===== config.mk =====
export PLATFORM = sky130hd
export DESIGN_NAME = pmem_core
export DESIGN_NICKNAME = d
export VERILOG_FILES = /design/src/pmem_csr_pkg.sv /design/src/pmem_geom_pkg.sv /design/src/pmem_bank_array.sv /design/src/pmem_core.sv /design/src/pmem_csr.sv /design/src/pmem_map_table.sv /design/src/pmem_remap_stage.sv
export VERILOG_INCLUDE_DIRS = /design/src
export SDC_FILE = /design/constraint.sdc
export NUM_CORES = 1
export LEC_CHECK = 0
export ABC_AREA = 0
export BUFFER_PORTS_ARGS = -buffer_cell sky130_fd_sc_hd__buf_2
export CORE_ASPECT_RATIO = 0.75
export CORE_MARGIN = 2
export CORE_UTILIZATION = 56
export DETAILED_ROUTE_END_ITERATION = 6
export GPL_TIMING_DRIVEN = 0
export PLACE_DENSITY = 0.75
export SYNTH_ARGS = -nofsm -noshare
export SYNTH_HDL_FRONTEND = slang
export SYNTH_HIERARCHICAL = 1
export SYNTH_SLANG_ARGS = --single-unit

===== constraint.sdc =====
create_clock -name clk -period 6 [get_ports clk]
set_input_delay 0 -clock clk [delete_from_list [all_inputs] [get_ports clk]]
set_output_delay 0 -clock clk [all_outputs]
set_load 0.03 [all_outputs]

===== src/pmem_cfg.svh =====
`ifndef PMEM_CFG_SVH
`define PMEM_CFG_SVH

// data word width in bits.
`define PMEM_WIDTH 16

`define PMEM_NUM_VBNK 4   // virtual banks seen by the address.
`define PMEM_BIT_VBNK 2   // low address bits that pick the virtual bank.
`define PMEM_NUM_PBNK 5   // physical banks, one more than virtual for the pivot.
`define PMEM_BIT_PBNK 3   // bits to name a physical bank.
`define PMEM_NUM_VROW 16  // rows per bank, one map row each.
`define PMEM_BIT_VROW 4   // high address bits that pick the row.
`define PMEM_BIT_VADDR 6  // full virtual address width.

// APB register map, byte offsets.
`define PMEM_APB_AW         5
`define PMEM_REG_CTRL       5'h00
`define PMEM_REG_STATUS     5'h04
`define PMEM_REG_REMAP_CNT  5'h08
`define PMEM_REG_MAP_QUERY  5'h0C
`define PMEM_REG_MAP_RESULT 5'h10

`endif


===== src/pmem_csr_pkg.sv =====
package pmem_csr_pkg;

`include "pmem_cfg.svh"

  // byte address of the register block.
  typedef logic [`PMEM_APB_AW-1:0] apb_addr_t;

  // read and write data of the APB bus.
  typedef logic [31:0] apb_data_t;

  // count of writes that had to move to the pivot bank.
  typedef logic [15:0] remap_cnt_t;

endpackage


===== src/pmem_geom_pkg.sv =====
package pmem_geom_pkg;

`include "pmem_cfg.svh"

  // virtual address, vbank field in the low bits and row field above it.
  typedef logic [`PMEM_BIT_VADDR-1:0] vaddr_t;

  typedef logic [`PMEM_BIT_VBNK-1:0] vbank_t;  // virtual bank index.

  typedef logic [`PMEM_BIT_PBNK-1:0] pbank_t;  // physical bank index.

  typedef logic [`PMEM_BIT_VROW-1:0] row_t;  // row inside every bank.

  typedef logic [`PMEM_WIDTH-1:0] data_t;  // stored data word.

  // one map row, field i holds the physical bank of virtual bank i.
  // the top field holds the free pivot bank of the row.
  typedef pbank_t [`PMEM_NUM_PBNK-1:0] map_row_t;

endpackage


===== src/pmem_bank_array.sv =====
`timescale 1ns/1ps

`include "pmem_cfg.svh"

module pmem_bank_array (
  input  logic                  clk,
  input  logic                  rst_sync,
  input  logic                  rd_en,
  input  pmem_geom_pkg::pbank_t rd_bank,
  input  pmem_geom_pkg::row_t   rd_row,
  input  logic                  wr_en,
  input  pmem_geom_pkg::pbank_t wr_bank,
  input  pmem_geom_pkg::row_t   wr_row,
  input  pmem_geom_pkg::data_t  wr_data,
  output logic                  vread_vld,  // one cycle after rd_en.
  output pmem_geom_pkg::data_t  vdout
);

  pmem_geom_pkg::data_t  bank_dout [`PMEM_NUM_PBNK];  // output register of every bank.
  pmem_geom_pkg::pbank_t rd_bank_q;  // bank whose output register holds the read.

  for (genvar b = 0; b < `PMEM_NUM_PBNK; b++) begin : g_bank
    pmem_geom_pkg::data_t mem [`PMEM_NUM_VROW];
    pmem_geom_pkg::data_t dout_q;
    logic                 sel_rd;
    logic                 sel_wr;

    assign sel_rd = rd_en && (rd_bank == b);
    assign sel_wr = wr_en && (wr_bank == b);

    // single port, so a bank does either one write or one read per cycle.
    always_ff @(posedge clk) begin
      if (sel_wr) begin
        mem[wr_row] <= wr_data;
      end else if (sel_rd) begin
        dout_q <= mem[rd_row];
      end
    end

    assign bank_dout[b] = dout_q;
  end

  always_ff @(posedge clk) begin
    if (rst_sync) begin
      vread_vld <= 1'b0;
    end else begin
      vread_vld <= rd_en;
    end
  end

  always_ff @(posedge clk) begin
    if (rd_en) begin
      rd_bank_q <= rd_bank;
    end
  end

  assign vdout = bank_dout[rd_bank_q];  // picks the bank that was read last cycle.

endmodule


===== src/pmem_core.sv =====
`timescale 1ns/1ps

module pmem_core (
  input  logic                    clk,
  input  logic                    rst_sync,
  input  logic                    vread,
  input  pmem_geom_pkg::vaddr_t   vread_addr,
  output logic                    vread_vld,
  output pmem_geom_pkg::data_t    vdout,
  input  logic                    vwrite,
  input  pmem_geom_pkg::vaddr_t   vwrite_addr,
  input  pmem_geom_pkg::data_t    vwrite_data,
  input  logic                    psel,
  input  logic                    penable,
  input  logic                    pwrite,
  input  pmem_csr_pkg::apb_addr_t paddr,
  input  pmem_csr_pkg::apb_data_t pwdata,
  output pmem_csr_pkg::apb_data_t prdata,
  output logic                    pready,
  output logic                    pslverr
);

  logic                    accept_en;
  logic                    init_done;
  logic                    remap_hit;
  pmem_geom_pkg::row_t     q_row;
  pmem_geom_pkg::vbank_t   q_vbank;
  pmem_geom_pkg::pbank_t   q_pbank;
  pmem_geom_pkg::row_t     lk_rd_row;
  pmem_geom_pkg::row_t     lk_wr_row;
  pmem_geom_pkg::map_row_t lk_rd_map;
  pmem_geom_pkg::map_row_t lk_wr_map;
  logic                    upd_en;
  pmem_geom_pkg::row_t     upd_row;
  pmem_geom_pkg::map_row_t upd_map;
  logic                    rd_en;
  pmem_geom_pkg::pbank_t   rd_bank;
  pmem_geom_pkg::row_t     rd_row;
  logic                    wr_en;
  pmem_geom_pkg::pbank_t   wr_bank;
  pmem_geom_pkg::row_t     wr_row;
  pmem_geom_pkg::data_t    wr_data;

  pmem_csr u_csr (
    .clk, .rst_sync, .psel, .penable, .pwrite, .paddr, .pwdata,
    .init_done, .remap_hit, .q_pbank,
    .prdata, .pready, .pslverr, .accept_en, .q_row, .q_vbank
  );

  pmem_map_table u_map_table (
    .clk, .rst_sync, .lk_rd_row, .lk_wr_row, .upd_en, .upd_row, .upd_map,
    .q_row, .q_vbank,
    .lk_rd_map, .lk_wr_map, .q_pbank, .init_done
  );

  pmem_remap_stage u_remap_stage (
    .clk, .rst_sync, .accept_en,
    .vread, .vread_addr, .vwrite, .vwrite_addr, .vwrite_data,
    .lk_rd_map, .lk_wr_map, .lk_rd_row, .lk_wr_row,
    .rd_en, .rd_bank, .rd_row, .wr_en, .wr_bank, .wr_row, .wr_data,
    .upd_en, .upd_row, .upd_map, .remap_hit
  );

  pmem_bank_array u_bank_array (
    .clk, .rst_sync,
    .rd_en, .rd_bank, .rd_row, .wr_en, .wr_bank, .wr_row, .wr_data,
    .vread_vld, .vdout
  );

endmodule


===== src/pmem_csr.sv =====
`timescale 1ns/1ps

`include "pmem_cfg.svh"

module pmem_csr (
  input  logic                     clk,
  input  logic                     rst_sync,
  input  logic                     psel,
  input  logic                     penable,
  input  logic                     pwrite,
  input  pmem_csr_pkg::apb_addr_t  paddr,
  input  pmem_csr_pkg::apb_data_t  pwdata,
  input  logic                     init_done,  // map sweep finished.
  input  logic                     remap_hit,
  input  pmem_geom_pkg::pbank_t    q_pbank,    // answer of the map query.
  output pmem_csr_pkg::apb_data_t  prdata,
  output logic                     pready,
  output logic                     pslverr,
  output logic                     accept_en,
  output pmem_geom_pkg::row_t      q_row,
  output pmem_geom_pkg::vbank_t    q_vbank
);

  logic                     apb_acc;    // access phase, the transfer completes now.
  logic                     apb_wr;
  logic                     addr_ok;    // offset is in the register map.
  logic                     addr_ro;    // offset is read only.
  logic                     enable_q;
  pmem_csr_pkg::remap_cnt_t remap_cnt;

  assign apb_acc = psel && penable;
  assign apb_wr  = apb_acc && pwrite;

  always_comb begin
    prdata  = '0;
    addr_ok = 1'b1;
    addr_ro = 1'b0;
    case (paddr)
      `PMEM_REG_CTRL: prdata[0] = enable_q;
      `PMEM_REG_STATUS: begin
        prdata[0] = init_done;  // ready bit.
        addr_ro   = 1'b1;
      end
      `PMEM_REG_REMAP_CNT: begin
        prdata  = pmem_csr_pkg::apb_data_t'(remap_cnt);
        addr_ro = 1'b1;
      end
      `PMEM_REG_MAP_QUERY: begin
        prdata[`PMEM_BIT_VBNK-1:0]              = q_vbank;
        prdata[`PMEM_BIT_VBNK +: `PMEM_BIT_VROW] = q_row;
      end
      `PMEM_REG_MAP_RESULT: begin
        prdata  = pmem_csr_pkg::apb_data_t'(q_pbank);
        addr_ro = 1'b1;
      end
      default: addr_ok = 1'b0;
    endcase
  end

  assign pready  = 1'b1;  // zero wait states.
  assign pslverr = apb_acc && (!addr_ok || (pwrite && addr_ro));

  always_ff @(posedge clk) begin
    if (rst_sync) begin
      enable_q <= 1'b1;  // the memory takes requests as soon as it is ready.
      q_row    <= '0;
      q_vbank  <= '0;
    end else if (apb_wr) begin
      if (paddr == `PMEM_REG_CTRL) begin
        enable_q <= pwdata[0];
      end
      if (paddr == `PMEM_REG_MAP_QUERY) begin
        q_vbank <= pwdata[`PMEM_BIT_VBNK-1:0];
        q_row   <= pwdata[`PMEM_BIT_VBNK +: `PMEM_BIT_VROW];
      end
    end
  end

  always_ff @(posedge clk) begin
    if (rst_sync) begin
      remap_cnt <= '0;
    end else if (remap_hit && (remap_cnt != '1)) begin
      remap_cnt <= remap_cnt + 1'b1;  // holds at all ones.
    end
  end

  assign accept_en = enable_q && init_done;  // the only place this gate is formed.

endmodule


===== src/pmem_map_table.sv =====
`timescale 1ns/1ps

`include "pmem_cfg.svh"

module pmem_map_table (
  input  logic                    clk,
  input  logic                    rst_sync,
  input  pmem_geom_pkg::row_t     lk_rd_row,  // row of the read in the stage.
  input  pmem_geom_pkg::row_t     lk_wr_row,  // row of the write in the stage.
  input  logic                    upd_en,     // a redirected write swaps fields.
  input  pmem_geom_pkg::row_t     upd_row,
  input  pmem_geom_pkg::map_row_t upd_map,
  input  pmem_geom_pkg::row_t     q_row,      // query from the register block.
  input  pmem_geom_pkg::vbank_t   q_vbank,
  output pmem_geom_pkg::map_row_t lk_rd_map,
  output pmem_geom_pkg::map_row_t lk_wr_map,
  output pmem_geom_pkg::pbank_t   q_pbank,
  output logic                    init_done
);

  pmem_geom_pkg::map_row_t map_mem [`PMEM_NUM_VROW];  // one map row per data row.
  pmem_geom_pkg::map_row_t ident_row;  // field i holds bank i.
  pmem_geom_pkg::row_t     sweep_row;  // next row the init sweep writes.

  always_comb begin
    for (int i = 0; i < `PMEM_NUM_PBNK; i++) begin
      ident_row[i] = pmem_geom_pkg::pbank_t'(i);  // bank 4 starts as the pivot.
    end
  end

  // the sweep walks all rows once after reset, then stops for good.
  always_ff @(posedge clk) begin
    if (rst_sync) begin
      sweep_row <= '0;
      init_done <= 1'b0;
    end else if (!init_done) begin
      sweep_row <= sweep_row + 1'b1;
      if (sweep_row == `PMEM_NUM_VROW - 1) begin
        init_done <= 1'b1;  // the last row is written on this edge.
      end
    end
  end

  always_ff @(posedge clk) begin
    if (!init_done) begin
      map_mem[sweep_row] <= ident_row;  // identity while the sweep runs.
    end else if (upd_en) begin
      map_mem[upd_row] <= upd_map;  // swapped row lands with the bank write.
    end
  end

  // lookups see the flops directly, so an update is visible next cycle.
  assign lk_rd_map = map_mem[lk_rd_row];
  assign lk_wr_map = map_mem[lk_wr_row];

  assign q_pbank = map_mem[q_row][q_vbank];  // only virtual fields are queried.

endmodule


===== src/pmem_remap_stage.sv =====
`timescale 1ns/1ps

`include "pmem_cfg.svh"

module pmem_remap_stage (
  input  logic                    clk,
  input  logic                    rst_sync,
  input  logic                    accept_en,    // enable and init done, from the CSR.
  input  logic                    vread,
  input  pmem_geom_pkg::vaddr_t   vread_addr,
  input  logic                    vwrite,
  input  pmem_geom_pkg::vaddr_t   vwrite_addr,
  input  pmem_geom_pkg::data_t    vwrite_data,
  input  pmem_geom_pkg::map_row_t lk_rd_map,    // map row of the read row.
  input  pmem_geom_pkg::map_row_t lk_wr_map,    // map row of the write row.
  output pmem_geom_pkg::row_t     lk_rd_row,
  output pmem_geom_pkg::row_t     lk_wr_row,
  output logic                    rd_en,
  output pmem_geom_pkg::pbank_t   rd_bank,
  output pmem_geom_pkg::row_t     rd_row,
  output logic                    wr_en,
  output pmem_geom_pkg::pbank_t   wr_bank,
  output pmem_geom_pkg::row_t     wr_row,
  output pmem_geom_pkg::data_t    wr_data,
  output logic                    upd_en,
  output pmem_geom_pkg::row_t     upd_row,
  output pmem_geom_pkg::map_row_t upd_map,
  output logic                    remap_hit     // one cycle per redirected write.
);

  logic                  rd_vld_q;     // a read is held in the stage.
  logic                  wr_vld_q;     // a write is held in the stage.
  pmem_geom_pkg::vaddr_t rd_addr_q;
  pmem_geom_pkg::vaddr_t wr_addr_q;
  pmem_geom_pkg::data_t  wr_data_q;
  pmem_geom_pkg::vbank_t rd_vbank;
  pmem_geom_pkg::vbank_t wr_vbank;
  pmem_geom_pkg::pbank_t rd_pbank;     // physical bank the read must use.
  pmem_geom_pkg::pbank_t wr_map_bank;  // bank the write would use without a clash.
  pmem_geom_pkg::pbank_t wr_pivot;     // free bank of the write row.
  logic                  bank_clash;

  always_ff @(posedge clk) begin
    if (rst_sync) begin
      rd_vld_q <= 1'b0;
      wr_vld_q <= 1'b0;
    end else begin
      rd_vld_q <= vread & accept_en;  // requests outside accept_en are dropped.
      wr_vld_q <= vwrite & accept_en;
    end
  end

  always_ff @(posedge clk) begin
    if (vread && accept_en) begin
      rd_addr_q <= vread_addr;  // address only moves with a real request.
    end
    if (vwrite && accept_en) begin
      wr_addr_q <= vwrite_addr;
      wr_data_q <= vwrite_data;
    end
  end

  // low bits pick the virtual bank, the rest is the row.
  assign rd_vbank  = rd_addr_q[`PMEM_BIT_VBNK-1:0];
  assign wr_vbank  = wr_addr_q[`PMEM_BIT_VBNK-1:0];
  assign lk_rd_row = rd_addr_q[`PMEM_BIT_VADDR-1:`PMEM_BIT_VBNK];
  assign lk_wr_row = wr_addr_q[`PMEM_BIT_VADDR-1:`PMEM_BIT_VBNK];

  assign rd_pbank    = lk_rd_map[rd_vbank];
  assign wr_map_bank = lk_wr_map[wr_vbank];
  assign wr_pivot    = lk_wr_map[`PMEM_NUM_PBNK-1];

  // the pivot is never a mapped bank of its row, so it cannot clash again.
  assign bank_clash = rd_vld_q && wr_vld_q && (wr_map_bank == rd_pbank);

  always_comb begin
    upd_map                   = lk_wr_map;
    upd_map[wr_vbank]         = wr_pivot;     // the vbank now lives in the old pivot.
    upd_map[`PMEM_NUM_PBNK-1] = wr_map_bank;  // its stale copy becomes the pivot.
  end

  assign rd_en   = rd_vld_q;
  assign rd_bank = rd_pbank;
  assign rd_row  = lk_rd_row;

  assign wr_en   = wr_vld_q;
  assign wr_bank = bank_clash ? wr_pivot : wr_map_bank;
  assign wr_row  = lk_wr_row;
  assign wr_data = wr_data_q;

  assign upd_en    = bank_clash;  // an unchanged row is not written back.
  assign upd_row   = lk_wr_row;
  assign remap_hit = bank_clash;

endmodule


# == Word-level counts from Yosys, hierarchy flattened ==
# Memory sizes are Yosys's and may differ from the RTL's. A register that Yosys moved wholly into a read port is not among the register bits.
# Cells that the tools add are included.
# totals
reg_bits,62
mem_bits_rw,1520
in_bits,72
out_inout_bits,51
memories,6
# op_classes
addsub,2
n_lt_le_gt_ge,5
eq_ne,15
muxes,41
bitwise_logic,8
reduce_logical,36
# memory_table
memory,depth,word_bits,rd,rd_ports_with_merged_regs,write_ports,line,rtl
u_bank_array.g_bank[0].mem,16,16,1,1,1,pmem_bank_array.sv:23,pmem_geom_pkg::data_t mem [`PMEM_NUM_VROW];
u_bank_array.g_bank[1].mem,16,16,1,1,1,pmem_bank_array.sv:23,
u_bank_array.g_bank[2].mem,16,16,1,1,1,pmem_bank_array.sv:23,
u_bank_array.g_bank[3].mem,16,16,1,1,1,pmem_bank_array.sv:23,
u_bank_array.g_bank[4].mem,16,16,1,1,1,pmem_bank_array.sv:23,
u_map_table.map_mem,16,15,3,3,1,pmem_map_table.sv:21,pmem_geom_pkg::map_row_t map_mem [`PMEM_NUM_VROW];
# ops
operator,n
$bmux W16 S3,1
$mux W16,2
$logic_and A1 B1 Y1,21
$mux W4,5
$mux W1,19
$bmux W3 S2,3
$add A16 B1 Y16 const B,1
$ne A16 B16 Y1 const B,1
$bwmux W15,1
$mux W15,1
$mux W3,5
$pmux W5 S3,1
$reduce_or A15 Y1,1
$reduce_and A2 Y1,7
$eq A3 B2 Y1 const B,4
$lt A2 B4 Y1 const B,3
$eq A5 B4 Y1 const B,2
$mux W10,1
$demux W3 S2,1
$eq A3 B1 Y1 const B,2
$eq A3 B3 Y1 const B,2
$logic_not A3 Y1,2
$eq A5 B3 Y1 const B,1
$eq A5 B5 Y1 const B,1
other kinds (14),19

# == Logic depth before layout (Yosys ltp) ==
# Gate-level depths: netlist of the first run.
# logic_depth
ltp_word,9
depth_mapped,14
ltp_nobuf,9

# == By module ==
# The synthesis of the first run kept the hierarchy.
# modules_own_cells
module,n_inst,cells_per_inst,area_per_inst_um2
pmem_bank_array,1,2234,51383.0
pmem_map_table,1,659,13102.6
pmem_remap_stage,1,86,1455.1
pmem_csr,1,175,1428.9

# == Worst setup path after synthesis of the first run ==
# Ideal clock, no wire load.
# synth_timing
path_type,reg2reg
startpoint,register u_remap_stage.rd_addr_q[3]
endpoint,"register u_bank_array.g_bank[0].dout_q[0], read port of u_bank_array.g_bank[0].mem (enable)"
arrival_ns,5.922
path_slack_ns,-0.400
stages_incl_launch_ff,12
path_buffers,3
period_less_slack_ns,6.400
cell_sequence,edfxtp_1 > buf_4 > clkbuf_1 > clkbuf_1 > mux4_2 > mux4_2 > mux4_2 > xor2_1 > nor4_4 > mux2_2 > nor2_1 > a2111oi_0
# synth_lines
item,line,rtl
start: declaration,pmem_remap_stage.sv:33,pmem_geom_pkg::vaddr_t rd_addr_q;
start signal: assignment,pmem_remap_stage.sv:55,rd_addr_q <= vread_addr;
end: declaration,pmem_bank_array.sv:24,pmem_geom_pkg::data_t dout_q;

==> results of run 1 <==
-- metrics by stage --
stage               total power [uW]  area (um^2)     TNS, ns
floorplan                      12900        67100           0
global placement               13000        69400    -2093.14
detailed placement             13000        72300    -1291.96
CTS                            22600        78600     -0.0598
global route                   23100        78800     -0.0575
finish                         22600        78800  -0.0000799
-- routing by layer --
| layer | global-route usage | wire, um |
|---|---|---|
| met1 | 0.448 | 67700 |
| met2 | 0.421 | 79400 |
| met3 | 0.111 | 30800 |
| met4 | 0.104 | 6890 |
| met5 | 0 | 13 |
-- power groups by stage --
stage | logic, uW | registers [uW] | clock network [uW]
floorplan | 98.2 | 12800 | 0
global placement | 161 | 12900 | 0
detailed placement | 186 | 12900 | 0
CTS | 222 | 12600 | 9790
global route | 236 | 12600 | 10200
finish | 231 | 12600 | 9740
-- how the worst max path moves through the flow --
stage	startpoint	endpoint	depth (start not counted)
finish	u_remap_stage/rd_addr_q[3]	u_bank_array/g_bank[1].mem[10][5]	14
CTS	u_remap_stage/wr_addr_q[3]	u_bank_array/g_bank[1].mem[13][10]	14
global route	u_remap_stage/rd_addr_q[3]	u_bank_array/g_bank[4].mem[0][13]	15
detailed placement	u_remap_stage/wr_addr_q[3]	u_bank_array/g_bank[2].mem[11][6]	13
global placement	u_remap_stage/wr_addr_q[3]	u_bank_array/g_bank[2].dout_q[8]	11
floorplan	u_remap_stage/wr_addr_q[3]	u_bank_array/g_bank[2].dout_q[0]	11
-- sequential cells by signal, indices dropped and copies added (netlist names), 2 cells and up --
signal	flops
u_bank_array/g_bank.dout_q	80
u_bank_array/g_bank.mem	1280
u_bank_array/rd_bank_q	3
u_csr/q_row	4
u_csr/q_vbank	2
u_csr/remap_cnt	16
u_map_table/map_mem	240
u_map_table/sweep_row	4
u_remap_stage/rd_addr_q	6
u_remap_stage/wr_addr_q	6
u_remap_stage/wr_data	16
-- area by class of cell --
| cell class | instances | area share |
|---|---|---|
| flip-flops and latches | 1662 | 0.629 |
| multi-input cells | 1263 | 0.211 |
| repair buffers | 318 | 0.0541 |
| clock buffers | 196 | 0.0519 |
| well taps | 1554 | 0.0247 |
| plain buffers | 221 | 0.0170 |
| clock inverters | 91 | 0.0118 |
| inverters | 7 | 0.000333 |
-- worst max-delay path: stages (launching register included) --
cell and delay [ns]:
edfxtp_1 0.47, buf_4 0.15, clkbuf_1 0.25, clkbuf_2 0.45
mux4_2 0.38, mux4_2 0.54, mux4_2 0.66, xor2_1 0.23
nor4_4 0.32, mux2_2 0.44, nor2b_2 0.32, nand3b_1 0.40
buf_2 0.42, nor2_2 0.38, buf_8 0.24
-- cell usage in the layout (no fill, tap or decap), types with 23 or more instances in the layout --
cell / n
edfxtp_1: 1631
mux4_2: 459
a22oi_1: 171
clkbuf_16: 156
nand2_1: 125
buf_2: 124
clkbuf_1: 95
dlygate4sd3_1: 84
mux2i_1: 71
buf_4: 63
buf_8: 60
buf_16: 59
nor2_2: 58
nor2_4: 40
buf_6: 37
mux4_1: 35
clkinv_1: 31
dfxtp_1: 31
buf_1: 23
o22ai_1: 23
-- timing repair --
action                     in CTS  in global routing
setup endpoints to repair    1597               1067
buffers inserted               18                  8
hold endpoints to repair       63                  0
pin swaps                      13                  7
resized for setup              50                 28
hold buffers                   84                  0
==> results.sh, run 1 <==
export IMPL_power_combinational_fraction=0.010
export IMPL_die_w_um=403
export IMPL_clk_pin_slew_ns=0.06
export IMPL_setup_worst_path_end_class="register"
export IMPL_ir_worst_vdd_v=0.000340
export IMPL_synth_area_um2=67000
export IMPL_required_ns=6.50
export IMPL_r2r_end="u_bank_array/g_bank[1].mem[10][5]"
export IMPL_switching_share=0.203
export IMPL_slew_limit_headroom=0.100
export IMPL_regArea_um2=49600
export IMPL_grt_pass1_wl_mm=262
export IMPL_overflow=0
export IMPL_die_area_um2=122000
export IMPL_fin_crit_ns=6.00
export IMPL_arrival_ns=6.50
export IMPL_reg2reg_from="u_remap_stage/rd_addr_q[3]"
export IMPL_wirelength_mm=185
export IMPL_fillers=7076
export IMPL_hold_viol=0
export IMPL_fin_skew_ns=0.0491
export IMPL_vias=37100
export IMPL_avgSynthCellArea_um2=21.4
export IMPL_routedWlPerCell_um=34.8
export IMPL_nets=3701
export IMPL_start_util=0.567
export IMPL_min_period_over_period=1.00
export IMPL_gp_congestion=0.998
export IMPL_maxCapViolCount=0
export IMPL_cts_buffer_depth=3
export IMPL_worstSetupStartpointType="register"
export IMPL_worst_pin_slew_ns=1.35
export IMPL_clk_insertion_delay_late_ns=0.81
export IMPL_dr_first_iter_drc_count=6466
export IMPL_multi_input_area_um2=16700
export IMPL_final_setup_viol_count=1
export IMPL_violations="negative setup slack"
export IMPL_p_sw_uw=4570
export IMPL_netlist_instances=3139
export IMPL_grt_max_degree=37
export IMPL_fp_dieH_um=304
export IMPL_max_freq_mhz=167
export IMPL_tritoncts="built"
export IMPL_criticalPathCategory="register to register"
export IMPL_seq_power_share=0.558
export IMPL_p_clk_frac=0.431
export IMPL_final_cell_count_no_fill=5312
export IMPL_htreeDepth=4
export IMPL_p_leak_uw=0.0250
export IMPL_dp_cells=4916
export IMPL_dp_slack_ns=-1.49
export IMPL_hp_start="vwrite"
export IMPL_final_max_slew_viol_count=0
export IMPL_diodes=0
export IMPL_viasPerCell=6.98
export IMPL_ioPinCount=123
export IMPL_cts_inserted_buffers=154
export IMPL_area_growth_syn_to_layout_pct=17.6
export IMPL_final_util=0.667
export IMPL_run_status="finished, violations left"
export IMPL_powerDensity_nw_per_um2=286
export IMPL_drt_first_pass_iters=6
export IMPL_fin_ws_ns=-0.0000799
export IMPL_core_region_area_um2=118000
export IMPL_final_antenna_net_count=0
export IMPL_antenna_found_initial=4
export IMPL_drive_above_1_share=0.317
export IMPL_port_buffers=79
export IMPL_rows=109
export IMPL_rr_worst_depth=14
export IMPL_grt_pass1_vias=36100
export IMPL_ys_warnings_count=6
export IMPL_critPathMaxFanout=14
export IMPL_hold_ws_ns=0.0559
export IMPL_whs_path_depth=2
export IMPL_cts_root_buffer="clkbuf_16"
export IMPL_hp_class="input pin to register"
export IMPL_hold_end="u_remap_stage/wr_data[8]"
export IMPL_grt_total_usage=0.303
export IMPL_r2r_setup_slack_ns=-0.00008
export IMPL_cts_sinks=1662
export IMPL_drc=0
export IMPL_p_int_uw=18000
export IMPL_dp_hpwl_mm=120
Note: power is estimated with default switching activity, not from simulation.
==> inputs of run 2 (changes only) <==
CORE_UTILIZATION = 40   (was 56)
PLACE_DENSITY = not set   (was 0.75)
TNS_END_PERCENT = 5   (was not set)
==> run 2 against run 1 <==
The flow still finishes with violations (negative setup slack). Clock skew decreased by 0.0058 ns. Maximum frequency fell by 0.23%. Sequential share of layout area decreased by 0.63 points. Total power is essentially flat. Wire length down 2.1%. Combinational power is essentially flat. Flip-flop and latch count is the same. Cell count rose by 13%. Critical endpoint is now u_map_table/map_mem[14][5].
==> results.sh, run 2 (synthesis gave the netlist of run 1 again) <==
export IMPL_rsz0062_at_grt="yes"
export IMPL_drt_first_pass_iters=5
export IMPL_routedWlPerCell_um=30.1
export IMPL_tritoncts="built"
export IMPL_max_freq_mhz=166
export IMPL_htreeDepth=4
export IMPL_critPathMaxFanout=10
export IMPL_final_antenna_net_count=0
export IMPL_dp_cells=5624
export IMPL_vias=35300
export IMPL_ir_worst_vdd_v=0.000303
export IMPL_core_region_area_um2=167000
export IMPL_p_leak_uw=0.0250
export IMPL_cts_buffer_depth=3
export IMPL_fin_ws_ns=-0.0140
export IMPL_hp_class="input pin to register"
export IMPL_final_cell_mix="1631 x edfxtp_1, 459 x mux4_2, 171 x a22oi_1, 163 x clkbuf_16, 125 x nand2_1"
export IMPL_die_w_um=477
export IMPL_slew_limit_headroom=0.131
export IMPL_grt_total_usage=0.211
export IMPL_maxCapViolCount=0
export IMPL_drc=0
export IMPL_r2r_setup_slack_ns=-0.01
export IMPL_reg2reg_from="u_remap_stage/wr_addr_q[3]"
export IMPL_cts_inserted_buffers=162
export IMPL_largest_register_ffs=1280
export IMPL_clk_insertion_delay_late_ns=0.81
export IMPL_setup_worst_path_end_class="register"
export IMPL_gp_congestion=0.973
export IMPL_required_ns=6.49
export IMPL_wirelength_mm=181
export IMPL_area_growth_syn_to_layout_pct=18.8
export IMPL_grt_pass1_vias=33700
export IMPL_fp_dieH_um=358
export IMPL_hold_viol=0
export IMPL_crit_start="u_remap_stage/wr_addr_q[3]"
export IMPL_arrival_ns=6.50
export IMPL_dp_slack_ns=-1.42
export IMPL_final_cell_count_no_fill=6006
export IMPL_start_util=0.402
export IMPL_fillers=13500
export IMPL_criticalPathCategory="register to register"
export IMPL_drive_above_1_share=0.316
export IMPL_r2r_end="u_map_table/map_mem[14][5]"
export IMPL_worst_pin_slew_ns=1.30
export IMPL_grt_pass1_wl_mm=255
export IMPL_layout_commonest_cell="edfxtp_1"
export IMPL_violations="negative setup slack"
export IMPL_cts_root_buffer="clkbuf_16"
export IMPL_clk_pin_slew_ns=0.06
export IMPL_fin_skew_ns=0.0433
export IMPL_powerDensity_nw_per_um2=283
export IMPL_die_area_um2=171000
export IMPL_dr_first_iter_drc_count=4998
export IMPL_nets=3712
export IMPL_top_register="u_bank_array/g_bank.mem"
export IMPL_cts_sinks=1662
export IMPL_port_buffers=79
export IMPL_power_total_uw=22600
export IMPL_viasPerCell=5.88
export IMPL_cp_endpoint="u_map_table/map_mem[14][5]"
export IMPL_antenna_found_initial=4
export IMPL_fin_crit_ns=6.01
export IMPL_overflow=0
export IMPL_top_regs="u_bank_array/g_bank.mem x1280, u_map_table/map_mem x240, u_bank_array/g_bank.dout_q x80"
export IMPL_ioPinCount=123
export IMPL_rr_worst_depth=16
export IMPL_dp_hpwl_mm=124
export IMPL_rows=130
export IMPL_run_status="finished, violations left"
export IMPL_min_period_over_period=1.00
export IMPL_worstSetupStartpointType="register"
export IMPL_final_max_slew_viol_count=0
export IMPL_final_util=0.477
export IMPL_final_setup_viol_count=8
export IMPL_hold_ws_ns=0.183
export IMPL_grt_max_degree=33
[run 2: cell count changes in the layout (fill, tap and decap cells not counted), sizes merged]
| cell | delta |
|---|---|
| dlygate4sd3 | +2 |
| clkinv | +4 |
| inv | -1 |
| diode | +1 |
| bufinv | -2 |
[run 2: where the power goes]
part | switching, uW | internal, uW
clock | 4380 | 5350
combinational | 123 | 108
sequential | 18.3 | 12600
total | 4530 | 18000
[run 2: area by class of cell]
cell class	instances	area [um^2]	area share
clock inverters	92	792	0.00994
diodes	1	2.50	0.0000314
clock buffers	195	4220	0.0530
plain buffers	222	1330	0.0167
inverters	7	26.3	0.000330
flip-flops and latches	1662	49600	0.623
repair buffers	320	4280	0.0537
well taps	2244	2810	0.0352
multi-input cells	1263	16600	0.208
[run 2: critical path, stage by stage (launching register included)]
cell	delay, ns
edfxtp_1	0.60
buf_4	0.18
clkbuf_1	0.23
buf_2	0.45
mux4_2	0.38
mux4_2	0.53
mux4_1	0.61
xor2_1	0.30
nor4_4	0.06
buf_4	0.15
buf_4	0.19
buf_4	0.17
nand2_1	0.11
clkbuf_1	0.45
a31oi_1	0.39
nor2_2	0.63
buf_16	0.23
[run 2: worst min-delay path by stage]
stage / from / endpoint / slack, ns / cells past startpoint
after floorplan: rst_sync / u_bank_array/vread_vld / 0.07 / 1
after global placement: vread_addr[2] / u_remap_stage/rd_addr_q[2] / 0.18 / 1
after detailed placement: vwrite_data[12] / u_remap_stage/wr_data[12] / 0.18 / 1
after CTS: paddr[4] / u_csr/enable_q / 0.13 / 5
after global routing: rst_sync / u_map_table/init_done / 0.23 / 3
final: paddr[4] / u_csr/enable_q / 0.18 / 5
[run 2: repair_timing]
item / in CTS / in global routing
hold buffers: 86 / 0
pin swaps: 4 / 0
setup endpoints to repair: 1712 / 768
hold endpoints to repair: 77 / 0
buffers inserted: 8 / 0
gates resized for setup: 43 / 12
[run 2: through the flow]
step                cell area, um^2  setup TNS [ns]
CTS                           79600           -9.22
global route                  79600           -8.39
finish                        79700         -0.0812
floorplan                     67100               0
global placement              70300        -2484.69
detailed placement            73500        -1334.68
[run 2: metal layers]
metal / share of wire / GRT usage / vias to the layer above
met4: 0.022 / 0.0546 / 2
met5: 0.00046 / 0 / -
met2: 0.42 / 0.291 / 1941
li1: - / - / 14300
met3: 0.11 / 0.0568 / 262
met1: 0.44 / 0.328 / 18800
